--- config.mk ---
export PLATFORM = sky130hd
export DESIGN_NAME = quad_counter
export DESIGN_NICKNAME = d
export VERILOG_FILES = /design/src/rtl/drive_pkg.sv /design/src/rtl/quad_counter.sv
export SDC_FILE = /design/constraint.sdc
export NUM_CORES = 1
export LEC_CHECK = 0
export BUFFER_PORTS_ARGS = -buffer_cell sky130_fd_sc_hd__buf_4
export CORE_ASPECT_RATIO = 1.75
export CORE_MARGIN = 4
export CORE_UTILIZATION = 55
export CTS_BUF_LIST = sky130_fd_sc_hd__clkbuf_4
export DETAILED_ROUTE_END_ITERATION = 10
export HOLD_SLACK_MARGIN = 0.15
export PLACE_DENSITY_LB_ADDON = 0.1
export SYNTH_ARGS = -nofsm -noshare
export SYNTH_HDL_FRONTEND = slang
export SYNTH_SLANG_ARGS = --single-unit
--- constraint.sdc ---
create_clock -name sysclk -period 6.72 [get_ports sysclk]
set_input_delay 0.672 -clock sysclk [delete_from_list [all_inputs] [get_ports sysclk]]
set_output_delay 0.672 -clock sysclk [all_outputs]
set_load 0.02 [all_outputs]
--- src/rtl/drive_pkg.sv ---
// Motor drive sizes and types, two brushless motors with Hall sensors
package drive_pkg;

	localparam int NUM_MOTORS = 2;

	// Speed command and PWM carrier share a 9-bit range
	localparam int SPEED_W = 9;
	localparam int CARRIER_W = 9;
	localparam int CARRIER_MAX = 510;

	// Hall group is {a, b, c}
	localparam int HALL_W = 3;

	// Quadrature count width
	localparam int ENC_W = 16;

	// sysclk cycles allowed without a motor frame
	localparam int WATCHDOG_CYCLES = 4096;
	localparam int WDOG_W = $clog2(WATCHDOG_CYCLES) + 1;

	typedef struct packed {
		logic dir;
		logic [SPEED_W-1:0] speed;
	} motor_cmd_t;

	// Half-bridge gate pins of one motor
	typedef struct packed {
		logic a_h;
		logic a_l;
		logic b_h;
		logic b_l;
		logic c_h;
		logic c_l;
	} phase_drive_t;

endpackage

--- src/rtl/quad_counter.sv ---
`timescale 1ns/1ps
// Quadrature counter, each AB state must last at least 3 sysclk cycles
// A and B should rest at 00 through reset or the first step may be miscounted
module quad_counter (
	input  logic sysclk,
	input  logic rst_n,
	input  logic enc_a,
	input  logic enc_b,
	output logic [drive_pkg::ENC_W-1:0] count
);
	// {a, b} synchronizer, _d is the previous state
	logic [1:0] ab_m, ab_s, ab_d;

	// Gray to binary position, up order is 00 01 11 10
	logic [1:0] pos_now, pos_prev;
	logic [1:0] delta;

	assign pos_now = {ab_s[1], ^ab_s};
	assign pos_prev = {ab_d[1], ^ab_d};
	assign delta = pos_now - pos_prev;

	always_ff @(posedge sysclk or negedge rst_n) begin
		if (!rst_n) begin
			ab_m <= 2'b00;
			ab_s <= 2'b00;
			ab_d <= 2'b00;
			count <= '0;
		end else begin
			ab_m <= {enc_a, enc_b};
			ab_s <= ab_m;
			ab_d <= ab_s;
			case (delta)
				2'd1: count <= count + 1'b1;
				2'd3: count <= count - 1'b1;
				// No change, or a double jump with unknown direction
				default: count <= count;
			endcase
		end
	end

endmodule

==> impl_metrics.tcl <==
set metrics [dict create \
    grt_max_degree 24 \
    place_hpwl_mm 2.17 \
    end_kind "flip-flop" \
    io_pins 20 \
    period_needed_ns 3.61 \
    h-tree-depth 1 \
    synth_cells 146 \
    relSlewSlack 0.552 \
    dieArea_um2 3360 \
    hold_path.class "in -> async" \
    syn_nets 152 \
    setup_viol 0 \
    status "finished, final reports clean" \
    drive_gt1_frac 0.186 \
    synth_top_area_cell "dfrtp_1" \
    maxSlewViolCount 0 \
    die_h_um 73.8 \
    place.gp.congestion 0.991 \
    avgSynthCellArea_um2 9.31 \
    synth_cell_types 41 \
    antenna_cells 0 \
    cts_max_path_buffers 2 \
    coreArea_um2 2330 \
    ys_top_cells_by_area "dfrtp_1 41%, xor2_1 7.7%, xnor2_1 3.9%, nor2_1 3.6%, nand4_1 3.2%" \
    synthArstFlopShare 1.00 \
    post_cts_buffers 0 \
    multi_input_area_um2 747 \
    ys_seq_area_frac 0.405 \
    grt.overflow.total 0 \
    antenna_found_initial 0 \
    required_ns 6.97 \
    drt.antenna.violating_nets 0 \
    tightestPinTransition_ns 0.671 \
    area_growth_pct 12.4 \
    synth-edff-count 0 \
    post-route-period-util 0.538 \
    ys_seq_elements 22 \
    finalSetupTns_ns 0 \
    root_buffer "clkbuf_4" \
    dr.pass1.iters 4 \
    fillers 199 \
    die_w_um 45.6 \
    hold_buffers 0 \
    synth_area_um2 1360 \
    vdd_drop_max_mv 0.267 \
    ys_warn_count 0 \
    rsz0062_at_grt "false" \
    vias 1179 \
    post-route-drc-count 0 \
    grt_pass1_vias 1127 \
    yosys.cell_count.top_type "dfrtp_1" \
    cts_resized 0 \
    portBuffers 19 \
    start_kind "flip-flop" \
    grt_use_total 0.207 \
    grt_pass1_wl_mm 5.15 \
    synthFlopType "dfrtp_1" \
    start_util 0.583 \
    finalHoldViolCount 0 \
    regArea_um2 551 \
    routedWlPerCell_um 16.5 \
    cap_violations 0 \
    cts_buffers 3 \
    vias_per_cell 6.51 \
    rows 23 \
    fin_skew_ns 0.00794 \
    path_class "reg -> reg" \
    final_util 0.655 \
    cts_tree "built" \
    drt_iter0_markers 69 \
    worstPathArrival_ns 3.86 \
    max_freq_mhz 277 \
    synth_common_cells "22 x dfrtp_1, 13 x nor2_1, 12 x xor2_1" \
    cts.clk_slew.worst_paths_ns 0.13 \
    yosys.area.top_type_share 0.405 \
    cp_max_fo 23 \
    fin_nets 163 \
    clock-sinks 22 \
    drt-total-wl_mm 2.99 \
    p_leak_nw 0.663 \
    clock_latency_ns 0.32 \
    cellPowerDensity_nw_per_um2 472 \
    finalPower_mw 0.722 \
]
==> final timing paths <==
check                            end  slack [ns]     from  depth (start not counted)
hold / removal               ab_d[1]        0.21    rst_n                          1
min in group sysclk          ab_s[0]        0.37  ab_m[0]                          0
setup reg to reg           count[10]        3.11  ab_s[1]                         11
hold reg to reg              ab_s[0]        0.37  ab_m[0]                          0
setup / recovery           count[10]        3.11  ab_s[1]                         11
max in group asynchronous  count[13]        6.28    rst_n                          1
==> cell type report <==
type	instances	area share
clock inverter	1	0.0197
tap	25	0.0205
multi-input combinational	110	0.489
inverter	1	0.00246
sequential	22	0.360
timing repair buffer	19	0.0934
clock buffer	3	0.0147
==> registers in the layout, indices dropped and copies added, names as in the netlist <==
signal	count
ab_d	2
ab_m	2
ab_s	2
count	16
==> per-layer routing <==
layer  vias to the layer above  wire [um]  track usage
li1                        548          -            -
met4                         0        132        0.104
met2                        56       1520        0.351
met1                       562       1180        0.240
met5                         -          0            0
met3                        13        161       0.0343
==> kinds of logic (layout without fill, tap and decap cells) <==
logic type,Yosys count,after routing,share of synthesized area
simple gates,62,62,0.257
compound gates,22,22,0.103
flops,22,22,0.405
xor+xnor,19,19,0.134
buf+inv,14,24,0.0451
mux,5,5,0.0378
fa+ha+maj,2,2,0.0184
==> cell usage in the layout (no fill, tap or decap), types with 2 or more instances in the layout <==
cell type | netlist | layout
dfrtp_1 | 22 | 22
buf_4 | 0 | 19
nor2_1 | 13 | 13
xor2_1 | 12 | 12
nand2_1 | 9 | 9
nand4_1 | 7 | 7
a21oi_1 | 7 | 7
xnor2_1 | 6 | 6
or3_1 | 6 | 6
nand3_1 | 5 | 5
nor3_1 | 5 | 5
nor4_1 | 4 | 4
mux2i_1 | 4 | 4
o22ai_1 | 3 | 3
o21ai_0 | 3 | 3
clkbuf_4 | 0 | 3
or4_1 | 2 | 2
and4_1 | 2 | 2
a22oi_1 | 2 | 2
ha_1 | 2 | 2
==> through the flow <==
| stage | cell area (um2) | hold slack [ns] | cells | setup slack, ns |
|---|---|---|---|---|
| floorplan | 1360 | 0.331 | 146 | 3.72 |
| global placement | 1480 | 0.334 | 177 | 3.27 |
| detailed placement | 1480 | 0.344 | 177 | 3.17 |
| CTS | 1530 | 0.219 | 181 | 3.12 |
| global route | 1530 | 0.196 | 181 | 2.69 |
| finish | 1530 | 0.210 | 181 | 3.11 |
==> critical path: stages, from the launching register on <==
cell     delay [ns]
dfrtp_1        0.44
xnor2_1        0.14
ha_1           0.72
or2_1          0.58
xnor2_1        0.13
ha_1           0.25
nor4_1         0.44
nand2_1        0.10
a22oi_1        0.28
nor2b_1        0.08
o21ai_0        0.23
xnor2_1        0.15
==> power by group <==
group	internal (mW)	switching, mW
registers	0.182	0.111
logic	0.145	0.181
clock network	0.0604	0.0419
No activity file was read; power rests on OpenSTA's default activity.
