`src/rtl/link_pkg.sv`:
```
// SPI protocol shared by the link and the command registers
// Byte 0 of every transfer is the command on MOSI and the version on MISO
package link_pkg;

	// Sent on MISO as byte 0 of every transfer
	localparam logic [7:0] LOGIC_VERSION = 8'h03;

	// Command codes, carried in byte 0 on MOSI
	localparam logic [7:0] CMD_STATUS = 8'h00;
	localparam logic [7:0] CMD_MOTOR = 8'h01;

	// Reply bytes for an unknown command
	localparam logic [7:0] REPLY_INVALID = 8'hEE;

	// Command byte plus four payload bytes
	localparam int FRAME_BYTES = 5;

	// Byte counter width, saturates at the top
	localparam int BYTE_CNT_W = 4;

	// Payload of a motor frame, byte 1 in the low bits
	// hi byte: bit 0 is speed bit 8, bit 1 is direction
	typedef struct packed {
		logic [7:0] m1_hi;
		logic [7:0] m1_lo;
		logic [7:0] m0_hi;
		logic [7:0] m0_lo;
	} motor_frame_t;

endpackage

```
`src/rtl/drive_pkg.sv`:
```
// Motor drive sizes and types, two brushless motors with Hall sensors
package drive_pkg;

	localparam int NUM_MOTORS = 2;

	// Speed command and PWM carrier share a 9-bit range
	localparam int SPEED_W = 9;
	localparam int CARRIER_W = 9;
	localparam int CARRIER_MAX = 510;

	// Hall group is {a, b, c}
	localparam int HALL_W = 3;

	// Quadrature count width
	localparam int ENC_W = 16;

	// sysclk cycles allowed without a motor frame
	localparam int WATCHDOG_CYCLES = 4096;
	localparam int WDOG_W = $clog2(WATCHDOG_CYCLES) + 1;

	typedef struct packed {
		logic dir;
		logic [SPEED_W-1:0] speed;
	} motor_cmd_t;

	// Half-bridge gate pins of one motor
	typedef struct packed {
		logic a_h;
		logic a_l;
		logic b_h;
		logic b_l;
		logic c_h;
		logic c_l;
	} phase_drive_t;

endpackage

```
`src/rtl/cmd_regs.sv`:
```
`timescale 1ns/1ps
// Motor command registers behind a four-phase req/ack from the SPI link
// Commands drop to zero speed after WATCHDOG_CYCLES without a frame
module cmd_regs (
	input  logic sysclk,
	input  logic rst_n,
	input  logic frame_req,
	input  link_pkg::motor_frame_t frame,
	output logic frame_ack,
	output drive_pkg::motor_cmd_t [drive_pkg::NUM_MOTORS-1:0] motor_cmd
);
	import drive_pkg::*;

	logic [WDOG_W-1:0] wdog;
	logic take;

	// Low byte is speed 7..0, high byte holds speed bit 8 and direction
	function automatic motor_cmd_t unpack(input logic [7:0] lo, input logic [7:0] hi);
		motor_cmd_t c;
		c.speed = {hi[0], lo};
		c.dir = hi[1];
		return c;
	endfunction

	// New request, not yet acknowledged
	assign take = frame_req & ~frame_ack;

	always_ff @(posedge sysclk or negedge rst_n) begin
		if (!rst_n) begin
			frame_ack <= 1'b0;
		end else if (take) begin
			frame_ack <= 1'b1;
		end else if (!frame_req) begin
			// Request withdrawn, close the handshake
			frame_ack <= 1'b0;
		end
	end

	// Commands and watchdog
	always_ff @(posedge sysclk or negedge rst_n) begin
		if (!rst_n) begin
			motor_cmd <= '0;
			wdog <= '0;
		end else if (take) begin
			motor_cmd[0] <= unpack(frame.m0_lo, frame.m0_hi);
			motor_cmd[1] <= unpack(frame.m1_lo, frame.m1_hi);
			wdog <= '0;
		end else if (wdog != WATCHDOG_CYCLES) begin
			wdog <= wdog + 1'b1;
		end else begin
			// Timed out, hold everything stopped until a new frame
			motor_cmd <= '0;
		end
	end

endmodule

```
`config.mk`:
```
export PLATFORM = sky130hd
export DESIGN_NAME = cmd_regs
export DESIGN_NICKNAME = d
export VERILOG_FILES = /design/src/rtl/link_pkg.sv /design/src/rtl/drive_pkg.sv /design/src/rtl/cmd_regs.sv
export SDC_FILE = /design/constraint.sdc
export NUM_CORES = 1
export LEC_CHECK = 0
export BUFFER_PORTS_ARGS = -buffer_cell sky130_fd_sc_hd__buf_2
export CORE_MARGIN = 5
export CORE_UTILIZATION = 48
export CTS_CLUSTER_DIAMETER = 150
export DETAILED_ROUTE_END_ITERATION = 8
export PLACE_DENSITY = 0.83
export SETUP_SLACK_MARGIN = 0.3
export SYNTH_ARGS = -nofsm -noshare
export SYNTH_HDL_FRONTEND = slang
export SYNTH_SLANG_ARGS = --single-unit
```
`constraint.sdc`:
```
create_clock -name sysclk -period 1.7 [get_ports sysclk]
set_input_delay 0 -clock sysclk [delete_from_list [all_inputs] [get_ports sysclk]]
set_output_delay 0 -clock sysclk [all_outputs]
set_load 0.01 [all_outputs]
```
==> metrics.md <==
| Metric | Value |
|---|---|
| Met2 wire length | 2.62 mm |
| Combinational share of power | 29.1% |
| Pre-antenna DRT Iters | 5 |
| YS warnings | 0 |
| Die Width | 66.5 microns |
| Worst Hold Class | in -> async |
| DRC viols | 0 |
| Pin count of the biggest net entering global routing | 35 |
| DR top layer | met4 |
| Clk buf depth | 2 |
| Synth unique cells | 25 |
| Root Buffer Master | clkbuf_4 |
| Post-DP HPWL | 2.41 mm |
| DIE AREA | 4430 sq um |
| Gr usage total | about a quarter |
| Switch share | about a third |
| Via Count | 1609 |
| Worst reg2reg path depth | 6 |
| I/O pin count | 56 |
| CTS clk-pin slew, worst paths | 0.12 ns |
| Max Clock Freq | 0.646 GHz |
| WL final | 5.10 mm |
| Syn_area_per_cell | 9.24 sq um |
| Final Hold Viols | 0 |
| Port-buffer cells | between 40 and 50 |
| Antenna violations before repair | 0 |
| Worst Path Max Fanout | 4 |
| Syn nets | ~200 |
| RSZ-0062 raised after global routing | true |
| CTS tree | built |
| Max rail drop VDD | 662 uV |
| Avg WL per Cell | 17.6 microns |
| TritonCTS Buffers | 5 |
| Row cnt | 20 |
| Core area | 3050 sq um |
| Fin Clk Skew | 0.0198 ns |
| Die height | around 67 microns |
| Final Critical Period | 1.55 ns |
| Initial DRC count | 105 |
| Vias in the first global route | 1695 |
| Sequential area share after synthesis | 55.5% |
| Maxcap violations | 0 |
| Slew HR | approximately 50% |
| First-pass GRT wire length | 7.91 mm |
| Worst EP arrival | 1.83 ns |
| Slowest CP cell | dfrtp_2 |
| Share of layout cells above drive strength 1 | 37.8% |
| Fill count | 175 |
| Final ANT Viol Nets | 0 |
| FF+latch count, synth | 34 |
| Critical Path Max Stage Delay | approximately 0.47 ns |
| CP Capture Type | flip-flop |
| Outcome | finished clean |
| Switching power total | 701 uW |
| Total Power | 2070 uW |
| Power per cell area | 898 nW/um^2 |
| H-tree depth | 2 |
| Wire length on met3 | between 300 and 400 microns |
| Crit path launch type | flip-flop |
| Pleak | 0.00107 uW |
| Seq pwr share | 49.2% |
| Layout area overhead | 50.2% |
| Clock latency on the worst-skew pair | 0.36 ns |
| GR Overflow Total | 0 |
| Final Cycle Share | 91.1% |
| Gp weighted congestion | 0.781 |
| Max-slew violation count | 0 |
| Crit path kind | reg -> reg |
| Via/cell ratio | between 5 and 6 |
| Setup TNS | 0 ns |
| Initial Util | 50.2% |
| Met1 Routed Length | roughly 1.9 mm |
| Internal power | 1370 uW |
| Area of the mapped netlist | 1530 sq um |
| ANT cells | 0 |
| CTS sink cnt | 34 |
| CP Cell Sequence | inv_2, ha_1, nor4b_2, and3_4, buf_6, mux2i_1 |
| Crit path required time | 1.99 ns |
| Clock power share | a little over a fifth |
| Worst-margin pin slew | roughly 0.76 ns |
| Fin nets | 283 |
| Finish-stage setup viols | 0 |
| Post-Syn Instances | between 150 and 200 |
power by group through the flow:
stage	Clock (uW)	Combinational [uW]	Sequential (uW)
CTS	447	397	1010
detailed placement	0	328	1010
global placement	0	313	1010
floorplan	0	150	1030
finish	447	602	1020
global route	469	654	1030
synthesized netlist by cell type (all sizes together):
cell type | instances | share of area (%)
inv | 5 | 1.2
and3 | 1 | 0.41
nand2b | 3 | 1.2
o21ai | 23 | 7.5
a21oi | 6 | 2.0
mux2i | 4 | 2.6
nand2 | 49 | 12
nand3 | 5 | 1.6
xor2 | 2 | 1.1
clkbuf | 9 | 2.4
ha | 2 | 1.6
or4 | 4 | 2.0
nor4 | 3 | 1.2
o31ai | 4 | 2.0
nor4b | 2 | 1.1
buf | 2 | 1.1
or3 | 3 | 1.4
nor2b | 1 | 0.41
dfrtp | 34 | 55
nand4 | 2 | 1.2
nor2 | 2 | 0.49
layer usage:
metal	vias up	global-route usage (%)
met3	27	5.73
met4	0	14.0
met2	89	40.9
li1	721	-
met1	772	27.9
met5	-	0
path summary, 6_finish.rpt:
kind | from | to | slack, ns
max in group asynchronous | rst_n | wdog[0] | 0.93
min reg2reg | motor_cmd[2] | motor_cmd[2] | 0.54
max | wdog[0] | wdog[1] | 0.15
min | rst_n | motor_cmd[1] | 0.24
min in group sysclk | frame_req | frame_ack | 0.35
max reg2reg | wdog[0] | wdog[1] | 0.15
kinds of logic (layout without fill, tap and decap cells):
| group | count (synthesis) | after routing | synth area share, % |
|---|---|---|---|
| simple gates | 75 | 75 | 23.1 |
| buf+inv | 16 | 96 | 4.65 |
| xor+xnor | 2 | 2 | 1.14 |
| mux | 4 | 4 | 2.61 |
| flops | 34 | 34 | 55.5 |
| fa+ha+maj | 2 | 2 | 1.63 |
| compound gates | 33 | 33 | 11.4 |
timing repair:
item	in CTS	in global routing
resized for setup	12	20
setup buffers	4	9
gates cloned	1	0
endpoints found under the setup margin	30	30
endpoints found under the hold margin	55	0
hold buffers	22	0
pin swaps	0	3
stage by stage:
stage	instances	cell area [sq um]	utilization, %	setup WS [ns]	hold WS (ns)
after floorplan	166	1570	-	0.306	-0.296
after global placement	247	1810	59.3	0.182	0.119
after detailed placement	247	1810	59.3	0.136	0.115
after CTS	281	2160	70.9	0.235	0.267
after global routing	290	2300	75.5	0.0823	0.314
final	290	2300	75.5	0.152	0.240
cell usage in the layout (no fill, tap or decap), types with 2 or more instances in the layout:
master and instances:
dlygate4sd3_1 22, buf_4 14, inv_1 3, a21oi_2 4
buf_2 43, nand3_1 5, nor4_1 2, o31ai_1 4
dfrtp_2 5, or4_4 3, nand2_1 48, clkinvlp_4 2
o21ai_0 21, mux2i_1 4, buf_6 3, clkbuf_4 5
dfrtp_1 29, a21oi_1 2, o21ai_1 2, nand2b_1 2
nor2_1 2, xor2_1 2
worst max-delay path: cells and delay by family (launching register included):
kind          cells  cell delay [ns]
mux               1             0.17
simple gates      2             0.47
buf+inv           2             0.21
flops             1             0.47
fa+ha+maj         1             0.17
layout make-up:
cell class | count | area (sq um) | area share [%]
sequential | 34 | 857 | 37.2
multi-input combinational | 116 | 693 | 30.1
timing repair buffer | 84 | 622 | 27.0
tap | 44 | 55.1 | 2.39
clock buffer | 5 | 37.5 | 1.63
inverter | 5 | 23.8 | 1.03
clock inverter | 2 | 15.0 | 0.652
state kept, by name (all words and copies together), names as in the netlist:
name / flops
wdog: 13
frame_ack: 1
motor_cmd: 20
(Power assumes the default switching activity.)
