`config.mk`:
```
export PLATFORM = sky130hd
export DESIGN_NAME = motor_drive
export DESIGN_NICKNAME = d
export VERILOG_FILES = /design/src/rtl/drive_pkg.sv /design/src/rtl/motor_drive.sv
export SDC_FILE = /design/constraint.sdc
export NUM_CORES = 1
export LEC_CHECK = 0
export BUFFER_PORTS_ARGS = -buffer_cell sky130_fd_sc_hd__buf_4
export CAP_MARGIN = 15
export CORE_UTILIZATION = 26
export CTS_BUF_LIST = sky130_fd_sc_hd__clkbuf_16
export CTS_CLUSTER_DIAMETER = 50
export CTS_CLUSTER_SIZE = 28
export DETAILED_ROUTE_END_ITERATION = 12
export REMOVE_ABC_BUFFERS = 1
export SYNTH_ARGS = -nofsm -noshare
export SYNTH_HDL_FRONTEND = slang
export SYNTH_SLANG_ARGS = --single-unit
```
`constraint.sdc`:
```
create_clock -name sysclk -period 2.4 [get_ports sysclk]
set_clock_uncertainty 0.15 [all_clocks]
set_input_delay 0 -clock sysclk [delete_from_list [all_inputs] [get_ports sysclk]]
set_output_delay 0 -clock sysclk [all_outputs]
set_load 0.01 [all_outputs]
```
`src/rtl/drive_pkg.sv`:
```
// Motor drive sizes and types, two brushless motors with Hall sensors
package drive_pkg;

	localparam int NUM_MOTORS = 2;

	// Speed command and PWM carrier share a 9-bit range
	localparam int SPEED_W = 9;
	localparam int CARRIER_W = 9;
	localparam int CARRIER_MAX = 510;

	// Hall group is {a, b, c}
	localparam int HALL_W = 3;

	// Quadrature count width
	localparam int ENC_W = 16;

	// sysclk cycles allowed without a motor frame
	localparam int WATCHDOG_CYCLES = 4096;
	localparam int WDOG_W = $clog2(WATCHDOG_CYCLES) + 1;

	typedef struct packed {
		logic dir;
		logic [SPEED_W-1:0] speed;
	} motor_cmd_t;

	// Half-bridge gate pins of one motor
	typedef struct packed {
		logic a_h;
		logic a_l;
		logic b_h;
		logic b_l;
		logic c_h;
		logic c_l;
	} phase_drive_t;

endpackage

```
`src/rtl/motor_drive.sv`:
```
`timescale 1ns/1ps
// Six-step brushless drive, high side gated by the shared PWM carrier
// Low side stays on for the whole step, even at zero speed
module motor_drive (
	input  logic sysclk,
	input  logic rst_n,
	input  logic [drive_pkg::HALL_W-1:0] hall,
	input  logic [drive_pkg::CARRIER_W-1:0] carrier,
	input  drive_pkg::motor_cmd_t cmd,
	output drive_pkg::phase_drive_t phase,
	output logic fault
);
	import drive_pkg::*;

	logic [HALL_W-1:0] hall_m, hall_s;

	// One-hot phase picks, bit 2 is a, bit 1 is b, bit 0 is c
	logic [2:0] pick_hi, pick_lo;
	logic [2:0] drv_hi, drv_lo;
	logic pwm_on;
	logic bad_state;
	phase_drive_t phase_next;

	always_ff @(posedge sysclk or negedge rst_n) begin
		if (!rst_n) begin
			hall_m <= '0;
			hall_s <= '0;
		end else begin
			hall_m <= hall;
			hall_s <= hall_m;
		end
	end

	// Commutation table for dir 0, hall is {a, b, c}
	always_comb begin
		case (hall_s)
			3'b001: begin
				pick_hi = 3'b100;
				pick_lo = 3'b010;
			end
			3'b011: begin
				pick_hi = 3'b100;
				pick_lo = 3'b001;
			end
			3'b010: begin
				pick_hi = 3'b010;
				pick_lo = 3'b001;
			end
			3'b110: begin
				pick_hi = 3'b010;
				pick_lo = 3'b100;
			end
			3'b100: begin
				pick_hi = 3'b001;
				pick_lo = 3'b100;
			end
			3'b101: begin
				pick_hi = 3'b001;
				pick_lo = 3'b010;
			end
			// 000 and 111, all bridges off
			default: begin
				pick_hi = 3'b000;
				pick_lo = 3'b000;
			end
		endcase
	end

	assign bad_state = (hall_s == 3'b000) || (hall_s == 3'b111);

	// Reverse swaps which phase sources and which sinks
	assign drv_hi = cmd.dir ? pick_lo : pick_hi;
	assign drv_lo = cmd.dir ? pick_hi : pick_lo;

	// Full on at speed 511 since the carrier tops out at 510
	assign pwm_on = carrier < cmd.speed;

	always_comb begin
		phase_next.a_h = drv_hi[2] & pwm_on;
		phase_next.a_l = drv_lo[2];
		phase_next.b_h = drv_hi[1] & pwm_on;
		phase_next.b_l = drv_lo[1];
		phase_next.c_h = drv_hi[0] & pwm_on;
		phase_next.c_l = drv_lo[0];
	end

	// Gate pins straight from flops
	always_ff @(posedge sysclk or negedge rst_n) begin
		if (!rst_n) begin
			phase <= '0;
			fault <= 1'b0;
		end else begin
			phase <= phase_next;
			fault <= bad_state;
		end
	end

endmodule

```
==> results by group <==
Status
  • Status: completed

Synthesis
  • EDFF count, synth: 0
  • Register area share after synthesis: 46.4%
  • Top_reg_cell synth: dfrtp_1
  • Synth top area cells: dfrtp_1 (46%), ha_1 (14%), inv_1 (4.8%)
  • Synthesized area per cell: 10.5 µm²
  • Synth unique cells: 23
  • Yosys top cell by area: dfrtp_1
  • FFs w/ async S/R, synth: 100%
  • Yosys warns: 0
  • Mapped Cells: 67
  • Synth Cell Area: 701 µm²
  • #FFs+latches synth: 13
  • Most frequent cell after synthesis: dfrtp_1
  • Commonest cells in the netlist: dfrtp_1 (13), inv_1 (9), ha_1 (8), nand2_1 (8), o21ai_0 (4)
  • Top cell type's share of synthesized area: 46.4%

Worst setup path
  • Critical register-to-register path startpoint: hall_s[0]
  • CP max stage delay: 0.90 ns
  • RR Endpoint: phase[3]
  • Crit start category: input pin
  • Crit. End Element: asynchronous set/reset pin
  • Most common cell on crit path: dlygate4sd3_1
  • Crit path buf inv count: 3
  • R2R setup slack: 1.06 ns
  • Reg2Reg Depth: 2
  • Setup CP Type: input pin to asynchronous set/reset pin
  • Crit path max fanout: 13
  • Critical Path RT: 2.58 ns
  • CP top delay family: buffers and inverters
  • Worst EP arrival: 1.53 ns
  • Ordered list of cells on the worst path: dlygate4sd3_1 > buf_4 > dlygate4sd3_1
  • Crit-path slowest cell: dlygate4sd3_1

Clock tree
  • Setup bufs post-CTS: 0
  • CTS tree: yes
  • Htree depth: 1
  • Post-CTS Resized: 0
  • TritonCTS buffer count: 3
  • # clock sinks: 13
  • Hold buffer count at CTS: 6
  • Clock root buffer: clkbuf_16
  • Worst-Skew Late Latency: 0.24 ns
  • CTS max path bufs: 2
  • Clk slew on worst S/H paths: 0.04 ns

Global route
  • Pin count of the biggest net entering global routing: 14
  • Vias in the first global route: 486
  • Grt ovf: 0
  • First-pass GRT wire length: 1.89 mm
  • GRT Total Usage: 9.88%
  • Initial antenna violation count: 0

Power
  • Maximum vdd ir drop: 605 µV
  • Net Sw Frac: 20.6%
  • Switching power: 133 µW
  • Pwr dens: 603 nW/µm²
  • Static leakage: 0.000549 µW
  • Clock Power Share: 46.7%
  • Gate power share: 16.0%
  • Sequential share of power: 37.3%
  • Pint: 513 µW
  • Power consumption: 646 µW

Finish
  • Reg area: 325 µm²
  • Multi-input gate area: 312 µm²
  • Share of cells above drive strength 1: 33.7%
  • Nets: 137
  • Filler cells: 246
  • Synthesis-to-layout area growth: 53.0%
  • Ant diodes: 0
  • Final Util: 42.5%

STA
  • Setup TNS: 0 ns
  • Final worst slack: 1.05 ns
  • WHS: 0.123 ns
  • Fmax achieved: 0.741 GHz
  • Unrepaired setup endpoints after global routing: no
  • Fin crit period: 1.35 ns
  • Slew Viols, Final: 0
  • Max_slew headroom: 62.3%
  • Setup violators final: 0
  • Fin. Hold Viols: 0
  • Period Utilization, post-route: 56.3%
  • Worst slew pin tran: 0.563 ns

Place
  • Placement Setup Slack: 1.02 ns
  • Post-detail-place hpwl: 1.02 mm
  • Port Buf Inserts: 30
  • Final Wtd Congestion: 0.694

Routing
  • M1 WL: 525 µm
  • Post-route ant nets: 0
  • Via Count: 583
  • WL final: 1.28 mm
  • DRT Pass-1 Iters: 2
  • 1st-iter DRT viols: 2
  • Metal3 WL: 116 µm
  • # DRC: 0
  • DR WL/cell: 9.56 µm
  • Vias per inst: 4.35
  • WL met2: 607 µm
  • Top layer in use: met4

Floorplanning
  • Die Y: 53.9 µm
  • Rows: 18
  • IO Count: 31
  • Core ar.: 2520 µm²
  • Die W: 53.9 µm
  • Initial cell density of the core: 27.8%
  • Die area: 2910 µm²

Hold path
  • Hold Crit Class: input pin to register
  • Hold Startpoint: carrier[8]
  • WHS Path Cells: 5
  • Hold Path End: phase[3]

Job
  • Max_cap viols: 0
[tightest hold or removal path: cells and delay by family]
family / cells / cell delay [ns]
compound gates: 3 / 0.25
fa+ha+maj: 1 / 0.14
buf+inv: 1 / 0.08
[state kept, by name (all words and copies together), names as in the netlist]
signal	flops
fault	1
phase	6
hall_m	3
hall_s	3
[power groups by stage]
stage	clock network (µW)	registers (µW)	logic (µW)
floorplan	0	247	37.9
global placement	0	244	94.8
detailed placement	0	244	97.2
CTS	306	241	105
global route	318	243	116
finish	302	241	103
[final cells by class]
cell class	count	area share (%)
Clock buffer	3	7.00
Clock inverter	1	0.350
Inverter	9	3.15
Multi-Input combinational cell	42	29.1
Sequential cell	13	30.3
Tap cell	30	3.50
Timing Repair Buffer	36	26.6
[per-stage QoR]
step	instance area, µm²	cells
6_report	1070	134
5_1_grt	1070	134
4_1_cts	1070	134
3_5_place_dp	933	124
3_3_place_gp	933	124
2_1_floorplan	671	64
[cell families after synthesis]
logic type      after synthesis  share of synthesized area (%)
compound gates               13                           12.7
fa+ha+maj                     8                           14.3
buf+inv                      12                           9.11
simple gates                 21                           17.5
flops                        13                           46.4
[per-layer routing]
| metal | track usage, % | up-vias |
|---|---|---|
| met5 | 0 | - |
| met4 | 6.58 | 0 |
| met3 | 5.65 | 4 |
| met2 | 15.6 | 24 |
| met1 | 9.76 | 253 |
| li1 | - | 302 |
[worst max-delay path by stage]
stage | cells past startpoint | endpoint | startpoint | slack, ns
2_1_floorplan | 2 | phase[3] | hall_s[0] | 1.12
3_3_place_gp | 2 | phase[3] | hall_s[0] | 1.05
3_5_place_dp | 5 | phase[1] | carrier[2] | 1.02
4_1_cts | 3 | hall_m[1] | rst_n | 1.01
5_1_grt | 3 | hall_s[1] | rst_n | 0.92
6_report | 3 | hall_s[0] | rst_n | 1.05
[layout by cell type, fill, tap and decap left out, drive strengths merged]
| cell | Yosys | final |
|---|---|---|
| nand4 | 1 | 1 |
| dfrtp | 13 | 13 |
| buf | 3 | 30 |
| o21ai | 4 | 4 |
| or3b | 1 | 1 |
| inv | 9 | 10 |
| ha | 8 | 8 |
| a221oi | 3 | 3 |
| dlygate4sd3 | 0 | 6 |
| nand3 | 1 | 1 |
| clkbuf | 0 | 3 |
| a211oi | 1 | 1 |
| or3 | 1 | 1 |
| nor2 | 1 | 1 |
| or2b | 1 | 1 |
| a21oi | 3 | 3 |
| o22ai | 1 | 1 |
| nand3b | 3 | 3 |
| or2 | 2 | 2 |
| nor2b | 1 | 1 |
| nand2 | 8 | 8 |
| o211ai | 1 | 1 |
| nand2b | 1 | 1 |
Note: power is estimated with default switching activity, not from simulation.
