==> src/rtl/link_pkg.sv <==
// SPI protocol shared by the link and the command registers
// Byte 0 of every transfer is the command on MOSI and the version on MISO
package link_pkg;

	// Sent on MISO as byte 0 of every transfer
	localparam logic [7:0] LOGIC_VERSION = 8'h03;

	// Command codes, carried in byte 0 on MOSI
	localparam logic [7:0] CMD_STATUS = 8'h00;
	localparam logic [7:0] CMD_MOTOR = 8'h01;

	// Reply bytes for an unknown command
	localparam logic [7:0] REPLY_INVALID = 8'hEE;

	// Command byte plus four payload bytes
	localparam int FRAME_BYTES = 5;

	// Byte counter width, saturates at the top
	localparam int BYTE_CNT_W = 4;

	// Payload of a motor frame, byte 1 in the low bits
	// hi byte: bit 0 is speed bit 8, bit 1 is direction
	typedef struct packed {
		logic [7:0] m1_hi;
		logic [7:0] m1_lo;
		logic [7:0] m0_hi;
		logic [7:0] m0_lo;
	} motor_frame_t;

endpackage

==> src/rtl/drive_pkg.sv <==
// Motor drive sizes and types, two brushless motors with Hall sensors
package drive_pkg;

	localparam int NUM_MOTORS = 2;

	// Speed command and PWM carrier share a 9-bit range
	localparam int SPEED_W = 9;
	localparam int CARRIER_W = 9;
	localparam int CARRIER_MAX = 510;

	// Hall group is {a, b, c}
	localparam int HALL_W = 3;

	// Quadrature count width
	localparam int ENC_W = 16;

	// sysclk cycles allowed without a motor frame
	localparam int WATCHDOG_CYCLES = 4096;
	localparam int WDOG_W = $clog2(WATCHDOG_CYCLES) + 1;

	typedef struct packed {
		logic dir;
		logic [SPEED_W-1:0] speed;
	} motor_cmd_t;

	// Half-bridge gate pins of one motor
	typedef struct packed {
		logic a_h;
		logic a_l;
		logic b_h;
		logic b_l;
		logic c_h;
		logic c_l;
	} phase_drive_t;

endpackage

==> src/rtl/spi_link.sv <==
`timescale 1ns/1ps
// SPI mode 0 slave, SCK must stay at or below sysclk/8
// Bytes past the 15th are clocked but not counted
module spi_link (
	input  logic sysclk,
	input  logic rst_n,
	input  logic sck,
	input  logic mosi,
	input  logic ncs,
	input  logic [drive_pkg::NUM_MOTORS-1:0][drive_pkg::ENC_W-1:0] enc_count,
	input  logic [drive_pkg::NUM_MOTORS-1:0] fault,
	input  logic frame_ack,
	output logic miso_data,
	output logic miso_oe,
	output logic frame_req,
	output link_pkg::motor_frame_t frame
);
	import link_pkg::*;
	import drive_pkg::*;

	// Pin synchronizers, _m is the first stage
	logic sck_m, sck_s, sck_d;
	logic mosi_m, mosi_s;
	logic ncs_m, ncs_s, ncs_d;

	logic sck_rise, sck_fall;
	logic ncs_fall, ncs_rise;

	logic [2:0] bit_count;
	logic [BYTE_CNT_W-1:0] byte_count;
	logic [7:0] rx_shift;
	logic [7:0] rx_byte;
	logic [7:0] rx_cmd;
	motor_frame_t rx_buf;
	logic [7:0] tx_shift;
	logic [7:0] tx_next;
	logic [NUM_MOTORS-1:0][ENC_W-1:0] enc_cap;
	logic frame_start;

	assign sck_rise = sck_s & ~sck_d;
	assign sck_fall = ~sck_s & sck_d;
	// Start of transfer
	assign ncs_fall = ~ncs_s & ncs_d;
	// End of transfer, byte_count and rx_cmd still valid here
	assign ncs_rise = ncs_s & ~ncs_d;

	// Full byte on the rising SCK of its last bit
	assign rx_byte = {rx_shift[6:0], mosi_s};

	always_ff @(posedge sysclk or negedge rst_n) begin
		if (!rst_n) begin
			sck_m <= 1'b0;
			sck_s <= 1'b0;
			sck_d <= 1'b0;
			mosi_m <= 1'b0;
			mosi_s <= 1'b0;
			// Deselected until the pin says otherwise
			ncs_m <= 1'b1;
			ncs_s <= 1'b1;
			ncs_d <= 1'b1;
		end else begin
			sck_m <= sck;
			sck_s <= sck_m;
			sck_d <= sck_s;
			mosi_m <= mosi;
			mosi_s <= mosi_m;
			ncs_m <= ncs;
			ncs_s <= ncs_m;
			ncs_d <= ncs_s;
		end
	end

	// Bit and byte counters, command byte, transmit shifter
	always_ff @(posedge sysclk or negedge rst_n) begin
		if (!rst_n) begin
			bit_count <= '0;
			byte_count <= '0;
			rx_cmd <= CMD_STATUS;
			tx_shift <= LOGIC_VERSION;
		end else if (ncs_s) begin
			// Idle, version byte waits for the next transfer
			bit_count <= '0;
			byte_count <= '0;
			rx_cmd <= CMD_STATUS;
			tx_shift <= LOGIC_VERSION;
		end else if (sck_rise) begin
			bit_count <= bit_count + 3'd1;
			if (bit_count == 3'd7) begin
				if (byte_count != '1) begin
					byte_count <= byte_count + 1'b1;
				end
				if (byte_count == '0) begin
					rx_cmd <= rx_byte;
				end
			end
		end else if (sck_fall) begin
			// Falling SCK after bit 7 wraps bit_count, load the next byte
			if (bit_count == 3'd0) begin
				tx_shift <= tx_next;
			end else begin
				tx_shift <= {tx_shift[6:0], 1'b0};
			end
		end
	end

	// Receive shifter, payload buffer, encoder snapshot
	always_ff @(posedge sysclk) begin
		if (sck_rise && !ncs_s) begin
			rx_shift <= rx_byte;
			if (bit_count == 3'd7) begin
				case (byte_count)
					1: rx_buf.m0_lo <= rx_byte;
					2: rx_buf.m0_hi <= rx_byte;
					3: rx_buf.m1_lo <= rx_byte;
					4: rx_buf.m1_hi <= rx_byte;
					default: ;
				endcase
			end
		end
		// All counts taken together so a status read is coherent
		if (ncs_fall) begin
			enc_cap <= enc_count;
		end
	end

	// Reply byte for the position just reached
	always_comb begin
		tx_next = 8'h00;
		case (rx_cmd)
			CMD_STATUS: begin
				case (byte_count)
					1: tx_next = enc_cap[0][7:0];
					2: tx_next = enc_cap[0][15:8];
					3: tx_next = enc_cap[1][7:0];
					4: tx_next = enc_cap[1][15:8];
					5: tx_next = {{(8 - NUM_MOTORS){1'b0}}, fault};
					default: tx_next = 8'h00;
				endcase
			end
			CMD_MOTOR: tx_next = 8'h00;
			default: tx_next = REPLY_INVALID;
		endcase
	end

	// Complete motor frame, only when the previous handshake is closed
	assign frame_start = ncs_rise && (rx_cmd == CMD_MOTOR) && (byte_count == FRAME_BYTES)
		&& !frame_req && !frame_ack;

	always_ff @(posedge sysclk or negedge rst_n) begin
		if (!rst_n) begin
			frame_req <= 1'b0;
		end else if (frame_start) begin
			frame_req <= 1'b1;
		end else if (frame_ack) begin
			frame_req <= 1'b0;
		end
	end

	// Held steady for the whole request
	always_ff @(posedge sysclk) begin
		if (frame_start) begin
			frame <= rx_buf;
		end
	end

	assign miso_data = tx_shift[7];
	// Raw pin so the bus is released at once
	assign miso_oe = ~ncs;

endmodule

==> config.mk <==
export PLATFORM = sky130hd
export DESIGN_NAME = spi_link
export DESIGN_NICKNAME = d
export VERILOG_FILES = /design/src/rtl/link_pkg.sv /design/src/rtl/drive_pkg.sv /design/src/rtl/spi_link.sv
export SDC_FILE = /design/constraint.sdc
export NUM_CORES = 1
export LEC_CHECK = 0
export ABC_CLOCK_PERIOD_IN_PS = 8100
export BUFFER_PORTS_ARGS = -buffer_cell sky130_fd_sc_hd__buf_2
export CORE_ASPECT_RATIO = 0.7
export CORE_MARGIN = 5
export CORE_UTILIZATION = 35
export DETAILED_ROUTE_END_ITERATION = 8
export PLACE_DENSITY = 0.51
export RECOVER_POWER = 50
export SYNTH_ARGS = -nofsm -noshare
export SYNTH_HDL_FRONTEND = slang
export SYNTH_SLANG_ARGS = --single-unit
==> constraint.sdc <==
create_clock -name sysclk -period 8.1 [get_ports sysclk]
set_input_delay 0.81 -clock sysclk [delete_from_list [all_inputs] [get_ports sysclk]]
set_output_delay 0.81 -clock sysclk [all_outputs]
set_load 0.01 [all_outputs]
==> impl_metrics.json, run 1 <==
{
  "worstSetupPathType": "flop to flop",
  "dpl.hpwl_um": 6030,
  "clk_latency_ns": 0.41,
  "dp.cells": 533,
  "drtIter0Drc": 112,
  "post-route-period-util_pct": 30.4,
  "clk_pin_slew_ns": 0.06,
  "wire_per_inst_um": 16.1,
  "crit_fanout": 32,
  "grtUsageMet2_pct": 17.3,
  "antennaDiodeCount": 0,
  "synth_ff_type": "edfxtp_1",
  "holdBufCountCts": 0,
  "status": "finished with violations",
  "syn_inst": 277,
  "vdd_drop_max_uv": 132,
  "worstSetupEndpointType": "flop",
  "vias": 2622,
  "path_buf_inv": 2,
  "crit_family": "simple AND/OR/NAND/NOR gates",
  "worst_ep_required_time_ns": 8.17,
  "leakage_nw": 2.31,
  "grt_setup_unrepaired": "false",
  "grt_pass1_wl_um": 14600,
  "yosysSeqAreaShare_pct": 80.1,
  "max_cap_violations": 2,
  "grt_usage_pct": 11.9,
  "fmax_mhz": 405,
  "grt_max_degree": 33,
  "synthArstFlopShare_pct": 23.7,
  "vias_per_cell": 4.64,
  "drc": 0,
  "antenna_left": 0,
  "hold_path_class": "flop to flop",
  "start_kind": "flop",
  "tns_ns": 0,
  "io_buffers": 74,
  "violations": "capacitance limit, slew limit",
  "critPathMaxStageDelay_ns": 0.51,
  "final_common_cell": "edfxtp_1",
  "worst-slew-pin-transition_ns": 1.76,
  "cp_slowest_cell": "ha_1",
  "syn_area_um2": 4870,
  "cts_htree_levels": 4,
  "cp.arrival_ns": 2.53,
  "post_cts.repair.setup_buffers": 0,
  "slew_headroom_pct": -17.4,
  "setup_viol": 0,
  "gr-total-overflow": 0,
  "final_cells": 565,
  "syn_area_per_cell_um2": 17.6,
  "use_met1_pct": 16.9,
  "final_util_pct": 44.0,
  "cts.path.max_buffers": 2,
  "yosysUniqueCellTypes": 44,
  "io_pins": 75,
  "ctsResizeCount": 0,
  "top_usage_layer": "met2",
  "cts_tree": "built",
  "dieWidth_um": 151,
  "fin_skew_ns": 0.0113,
  "final_layout_size_suffix_gt1_share_pct": 32.5,
  "syn_to_final_growth_pct": 24.5,
  "cts_inserted_buffers": 17,
  "die-area_um2": 16400,
  "ys_ff_latch": 135,
  "path_cells": "inv_1 -> ha_1 -> nor4bb_1 -> and3_1 -> nand3_1 -> nor2_2 -> buf_4",
  "synth-edff-count": 103,
  "gp_congestion": 0.735,
  "die_h_um": 109,
  "syn_nets": 324,
  "core_um2": 13800,
  "grt_pass1_vias": 2717,
  "final_nets": 409,
  "wl_um": 9120,
  "final_cell_mix": "edfxtp_1, buf_2, dfrtp_1, clkbuf_16, nor2_1",
  "r2r_setup_slack_ns": 5.63,
  "initial_core_util_pct": 35.3,
  "synth_top_cell_by_area": "edfxtp_1",
  "ys.warnings.count": 0,
  "drtPass1Iterations": 5,
  "period_needed_ns": 2.47,
  "synth_area_leaders": "edfxtp_1, dfrtp_1, dfstp_2, ha_1, a21oi_1",
  "clockRootBuffer": "clkbuf_16",
  "gr-usage-met3_pct": 4.32,
  "antenna_found_initial": 0,
  "core.rowCount": 36,
  "power_density_nw_per_um2": 263,
  "cts.sinks": 135,
  "final_max_slew_viol_count": 66,
  "finalHoldViolCount": 0,
  "synth_top_area_share_pct": 63.5
}
==> stage by stage <==
| stage | instance area (um2) | hold slack (ns) | total power [mW] | worst slack (ns) |
|---|---|---|---|---|
| after global placement | 5430 | 0.336 | 0.809 | 5.69 |
| after detailed placement | 5430 | 0.337 | 0.810 | 5.60 |
| final | 6060 | 0.352 | 1.60 | 5.63 |
| after CTS | 6070 | 0.354 | 1.62 | 5.59 |
| after global routing | 6060 | 0.363 | 1.65 | 5.39 |
| after floorplan | 4870 | 0.331 | 0.790 | 5.03 |
==> final cells by class <==
class                           count  area (um2)
Fill cell                        1243        7720
Sequential cell                   135        3900
Multi-Input combinational cell    126         888
Clock buffer                       17         425
Timing Repair Buffer               76         379
Tap cell                          190         238
Clock inverter                     15         209
Inverter                            6        22.5
==> registers in the layout (all words and copies together), names as in the netlist, 3 cells and up <==
name        cells
bit_count       3
byte_count      4
enc_cap        32
frame          32
rx_buf         32
rx_cmd          8
rx_shift        7
tx_shift        8
==> cells in the mapped netlist (3+ instances only) <==
master / number
o21ai_0: 7
nand3_1: 5
a21oi_1: 14
and2_1: 4
a22oi_1: 6
ha_1: 7
inv_1: 6
a22o_1: 8
and3_1: 5
buf_2: 4
o211ai_1: 5
edfxtp_1: 103
dfstp_2: 5
dfrtp_1: 27
a222oi_1: 6
nor2_1: 17
nand2_1: 10
nand4_1: 3
buf_6: 3
==> final timing paths <==
path                                      startpoint                        end  cells after the start
max                        byte_count[1]$_DFFE_PN0P_         frame[8]$_DFFE_PP_                      7
min                                  sck_m$_DFF_PN0_            sck_s$_DFF_PN0_                      0
max reg2reg                byte_count[1]$_DFFE_PN0P_         frame[8]$_DFFE_PP_                      7
min reg2reg                          sck_m$_DFF_PN0_            sck_s$_DFF_PN0_                      0
max in group asynchronous                      rst_n    tx_shift[6]$_DFFE_PN0P_                      1
min in group asynchronous                      rst_n  byte_count[1]$_DFFE_PN0P_                      1
==> cells by family (layout without fill, tap and decap cells) <==
logic type / after synthesis / after routing / share of synthesized area (%)
DFF: 135 / 135 / 80.1
and+or+nand+nor: 65 / 65 / 8.32
AOI/OAI and AO/OA: 49 / 49 / 7.09
buffers and inverters: 16 / 114 / 1.80
adders and majority gates: 7 / 7 / 1.80
xor gates and xnor gates: 4 / 4 / 0.719
muxes: 1 / 1 / 0.206
==> metal layers <==
metal	wire, um	up-vias	part of all wire, %
met4	40	0	0.44
met3	578	2	6.3
met2	4080	84	45
li1	-	1237	-
met5	0	-	0
met1	4420	1299	48
==> power breakdown <==
group | internal [mW] | switching, mW | total, mW | leakage [nW]
logic | 0.0121 | 0.0176 | 0.0297 | 0.643
registers | 0.757 | 0.00796 | 0.765 | 1.36
clock network | 0.475 | 0.328 | 0.803 | 0.310
Power figures use the tool's default switching activity.
==> run 2: changes to the inputs <==
--- a/config.mk
+++ b/config.mk
@@ -5,13 +5,13 @@
 export SDC_FILE = /design/constraint.sdc
 export NUM_CORES = 1
 export LEC_CHECK = 0
-export ABC_CLOCK_PERIOD_IN_PS = 8100
+export ABC_CLOCK_PERIOD_IN_PS = 2000
 export BUFFER_PORTS_ARGS = -buffer_cell sky130_fd_sc_hd__buf_2
 export CORE_ASPECT_RATIO = 0.7
 export CORE_MARGIN = 5
 export CORE_UTILIZATION = 35
 export DETAILED_ROUTE_END_ITERATION = 8
-export PLACE_DENSITY = 0.51
+export PLACE_DENSITY = 0.53
 export RECOVER_POWER = 50
 export SYNTH_ARGS = -nofsm -noshare
 export SYNTH_HDL_FRONTEND = slang
==> constraint.sdc (replaced) <==
create_clock -name sysclk -period 2 [get_ports sysclk]
set_input_delay 0.2 -clock sysclk [delete_from_list [all_inputs] [get_ports sysclk]]
set_output_delay 0.2 -clock sysclk [all_outputs]
set_load 0.01 [all_outputs]
==> run 2 against run 1 <==
  * The run now ends clean
  * First-iteration DRC count is 69% higher
  * Sequential power grew to 4.1 times the previous value
  * Final area is 6.7% higher
  * Core utilization is 3.0 points higher
  * Combinational power grew to 6.2 times the previous value
  * Flip-flop and latch count stayed put
  * Critical path depth stayed put
  * Sequential share of layout area is 4.1 points lower
  * Routed wire length is 4.9% higher
  * Critical path type unchanged
  * Clock skew hardly changed
  * Worst setup slack worse by 5.5 ns
==> impl_metrics.json, run 2 (synthesis gave the netlist of run 1 again) <==
{
  "status": "complete, no violations",
  "core.rowCount": 36,
  "crit_fanout": 32,
  "top_usage_layer": "met2",
  "grt_pass1_vias": 2859,
  "use_met1_pct": 17.2,
  "clk_pin_slew_ns": 0.06,
  "worstSetupPathType": "flop to flop",
  "final_nets": 454,
  "drc": 0,
  "worstSetupEndpointType": "flop",
  "cts_inserted_buffers": 17,
  "clockRootBuffer": "clkbuf_16",
  "antenna_found_initial": 0,
  "cts_htree_levels": 4,
  "fmax_mhz": 539,
  "vias": 2770,
  "final_cell_mix": "edfxtp_1, buf_2, dlygate4sd3_1, dfrtp_1, clkbuf_16",
  "io_pins": 75,
  "finalHoldViolCount": 0,
  "seq_area_um2": 3900,
  "final_area_um2": 6470,
  "grt_pass1_wl_um": 15000,
  "r2r_end": "frame[19]$_DFFE_PP_",
  "r2r_start": "byte_count[1]$_DFFE_PN0P_",
  "wire_per_inst_um": 15.7,
  "final_common_cell": "edfxtp_1",
  "dieWidth_um": 151,
  "grt_max_degree": 33,
  "hold_path_class": "input port to flop",
  "cts_tree": "built",
  "drtIter0Drc": 189,
  "gr-total-overflow": 0,
  "cp-endpoint": "frame[19]$_DFFE_PP_",
  "gr-usage-met3_pct": 3.41,
  "path_cells": "inv_1 -> ha_2 -> nor4bb_1 -> and3_1 -> nand3_2 -> nor2_4 -> buf_12",
  "period_needed_ns": 1.86,
  "wl_um": 9570,
  "cts.path.max_buffers": 2,
  "grtUsageMet2_pct": 18.5,
  "fin_skew_ns": 0.0108,
  "critPathMaxStageDelay_ns": 0.42,
  "dp.cells": 542,
  "io_buffers": 74,
  "setup_viol": 0,
  "worst_ep_required_time_ns": 2.11,
  "clk_latency_ns": 0.41,
  "worst-slew-pin-transition_ns": 0.841,
  "dpl.hpwl_um": 6200,
  "initial_core_util_pct": 35.3,
  "multi_input_area_um2": 903,
  "post-route-period-util_pct": 92.8,
  "antennaDiodeCount": 0,
  "final_layout_size_suffix_gt1_share_pct": 31.9,
  "drtPass1Iterations": 5,
  "grt_usage_pct": 12.4,
  "max_cap_violations": 0,
  "final_cells": 610,
  "hold_path_depth": 2,
  "reg_top3": "enc_cap: 32 flops, frame: 32 flops, rx_buf: 32 flops",
  "final_max_slew_viol_count": 0,
  "syn_to_final_growth_pct": 32.9,
  "cp_slowest_cell": "dfrtp_1",
  "r2r_cells": 7,
  "crit_path_start": "byte_count[1]$_DFFE_PN0P_",
  "core_um2": 13800,
  "power_density_nw_per_um2": 979,
  "die-area_um2": 16400,
  "die_h_um": 109,
  "fin_hold_ws_ns": 0.0109,
  "leakage_nw": 2.48,
  "vdd_drop_max_uv": 619,
  "r2r_setup_slack_ns": 0.14,
  "gp_congestion": 0.769,
  "slew_headroom_pct": 43.9,
  "start_kind": "flop",
  "fill_cells": 1195,
  "antenna_left": 0,
  "p_total_mw": 6.33,
  "vias_per_cell": 4.54,
  "place_area_um2": 5530,
  "cp.arrival_ns": 1.96,
  "cts.sinks": 135
}
run 2: worst min-delay path by stage:
stage,endpoint,startpoint
global placement,sck_m$_DFF_PN0_,rst_n
CTS,frame_req$_DFFE_PN0P_,frame_ack
floorplan,bit_count[0]$_DFFE_PN0P_,rst_n
detailed placement,sck_m$_DFF_PN0_,rst_n
global route,frame_req$_DFFE_PN0P_,frame_ack
finish,frame_req$_DFFE_PN0P_,frame_ack
run 2: critical path: cells and delay by family, from the launching register on:
family / cells / cell delay (ns)
simple gates: 4 / 0.63
flops: 1 / 0.42
buf+inv: 2 / 0.31
fa+ha+maj: 1 / 0.18
run 2: per-stage QoR:
| stage | setup TNS [ns] | utilization, % | setup slack [ns] |
|---|---|---|---|
| 3_3_place_gp | 0 | 40.1 | 0.181 |
| 2_1_floorplan | -1.24 | - | -0.0388 |
| 5_1_grt | -0.00398 | 46.9 | -0.000861 |
| 6_report | 0 | 46.9 | 0.143 |
| 3_5_place_dp | 0 | 40.1 | 0.157 |
| 4_1_cts | 0 | 47.0 | 0.144 |
run 2: repair_timing:
| action | 4_1_cts | 5_1_grt |
|---|---|---|
| buffers inserted | 0 | 0 |
| hold endpoints to repair | 62 | 0 |
| hold buffers | 36 | 0 |
| gates resized for setup | 0 | 1 |
| endpoints found under the setup margin | 0 | 4 |
run 2: power breakdown:
group / internal, mW / switching (mW) / total (mW)
registers: 3.06 / 0.0308 / 3.10
clock network: 1.77 / 1.28 / 3.05
logic: 0.101 / 0.0840 / 0.185
run 2: metal layers:
metal	share of wire [%]	up-vias
met5	0	-
met4	1.0	0
met3	5.7	9
met2	45	77
met1	48	1354
li1	-	1330
run 2: cell type report:
| cell class | instances | share of cell area (%) |
|---|---|---|
| inverters | 6 | 0.348 |
| repair buffers | 121 | 12.7 |
| clock inverters | 15 | 2.47 |
| well taps | 190 | 3.67 |
| multi-input cells | 126 | 14.0 |
| flip-flops and latches | 135 | 60.3 |
| clock buffers | 17 | 6.57 |
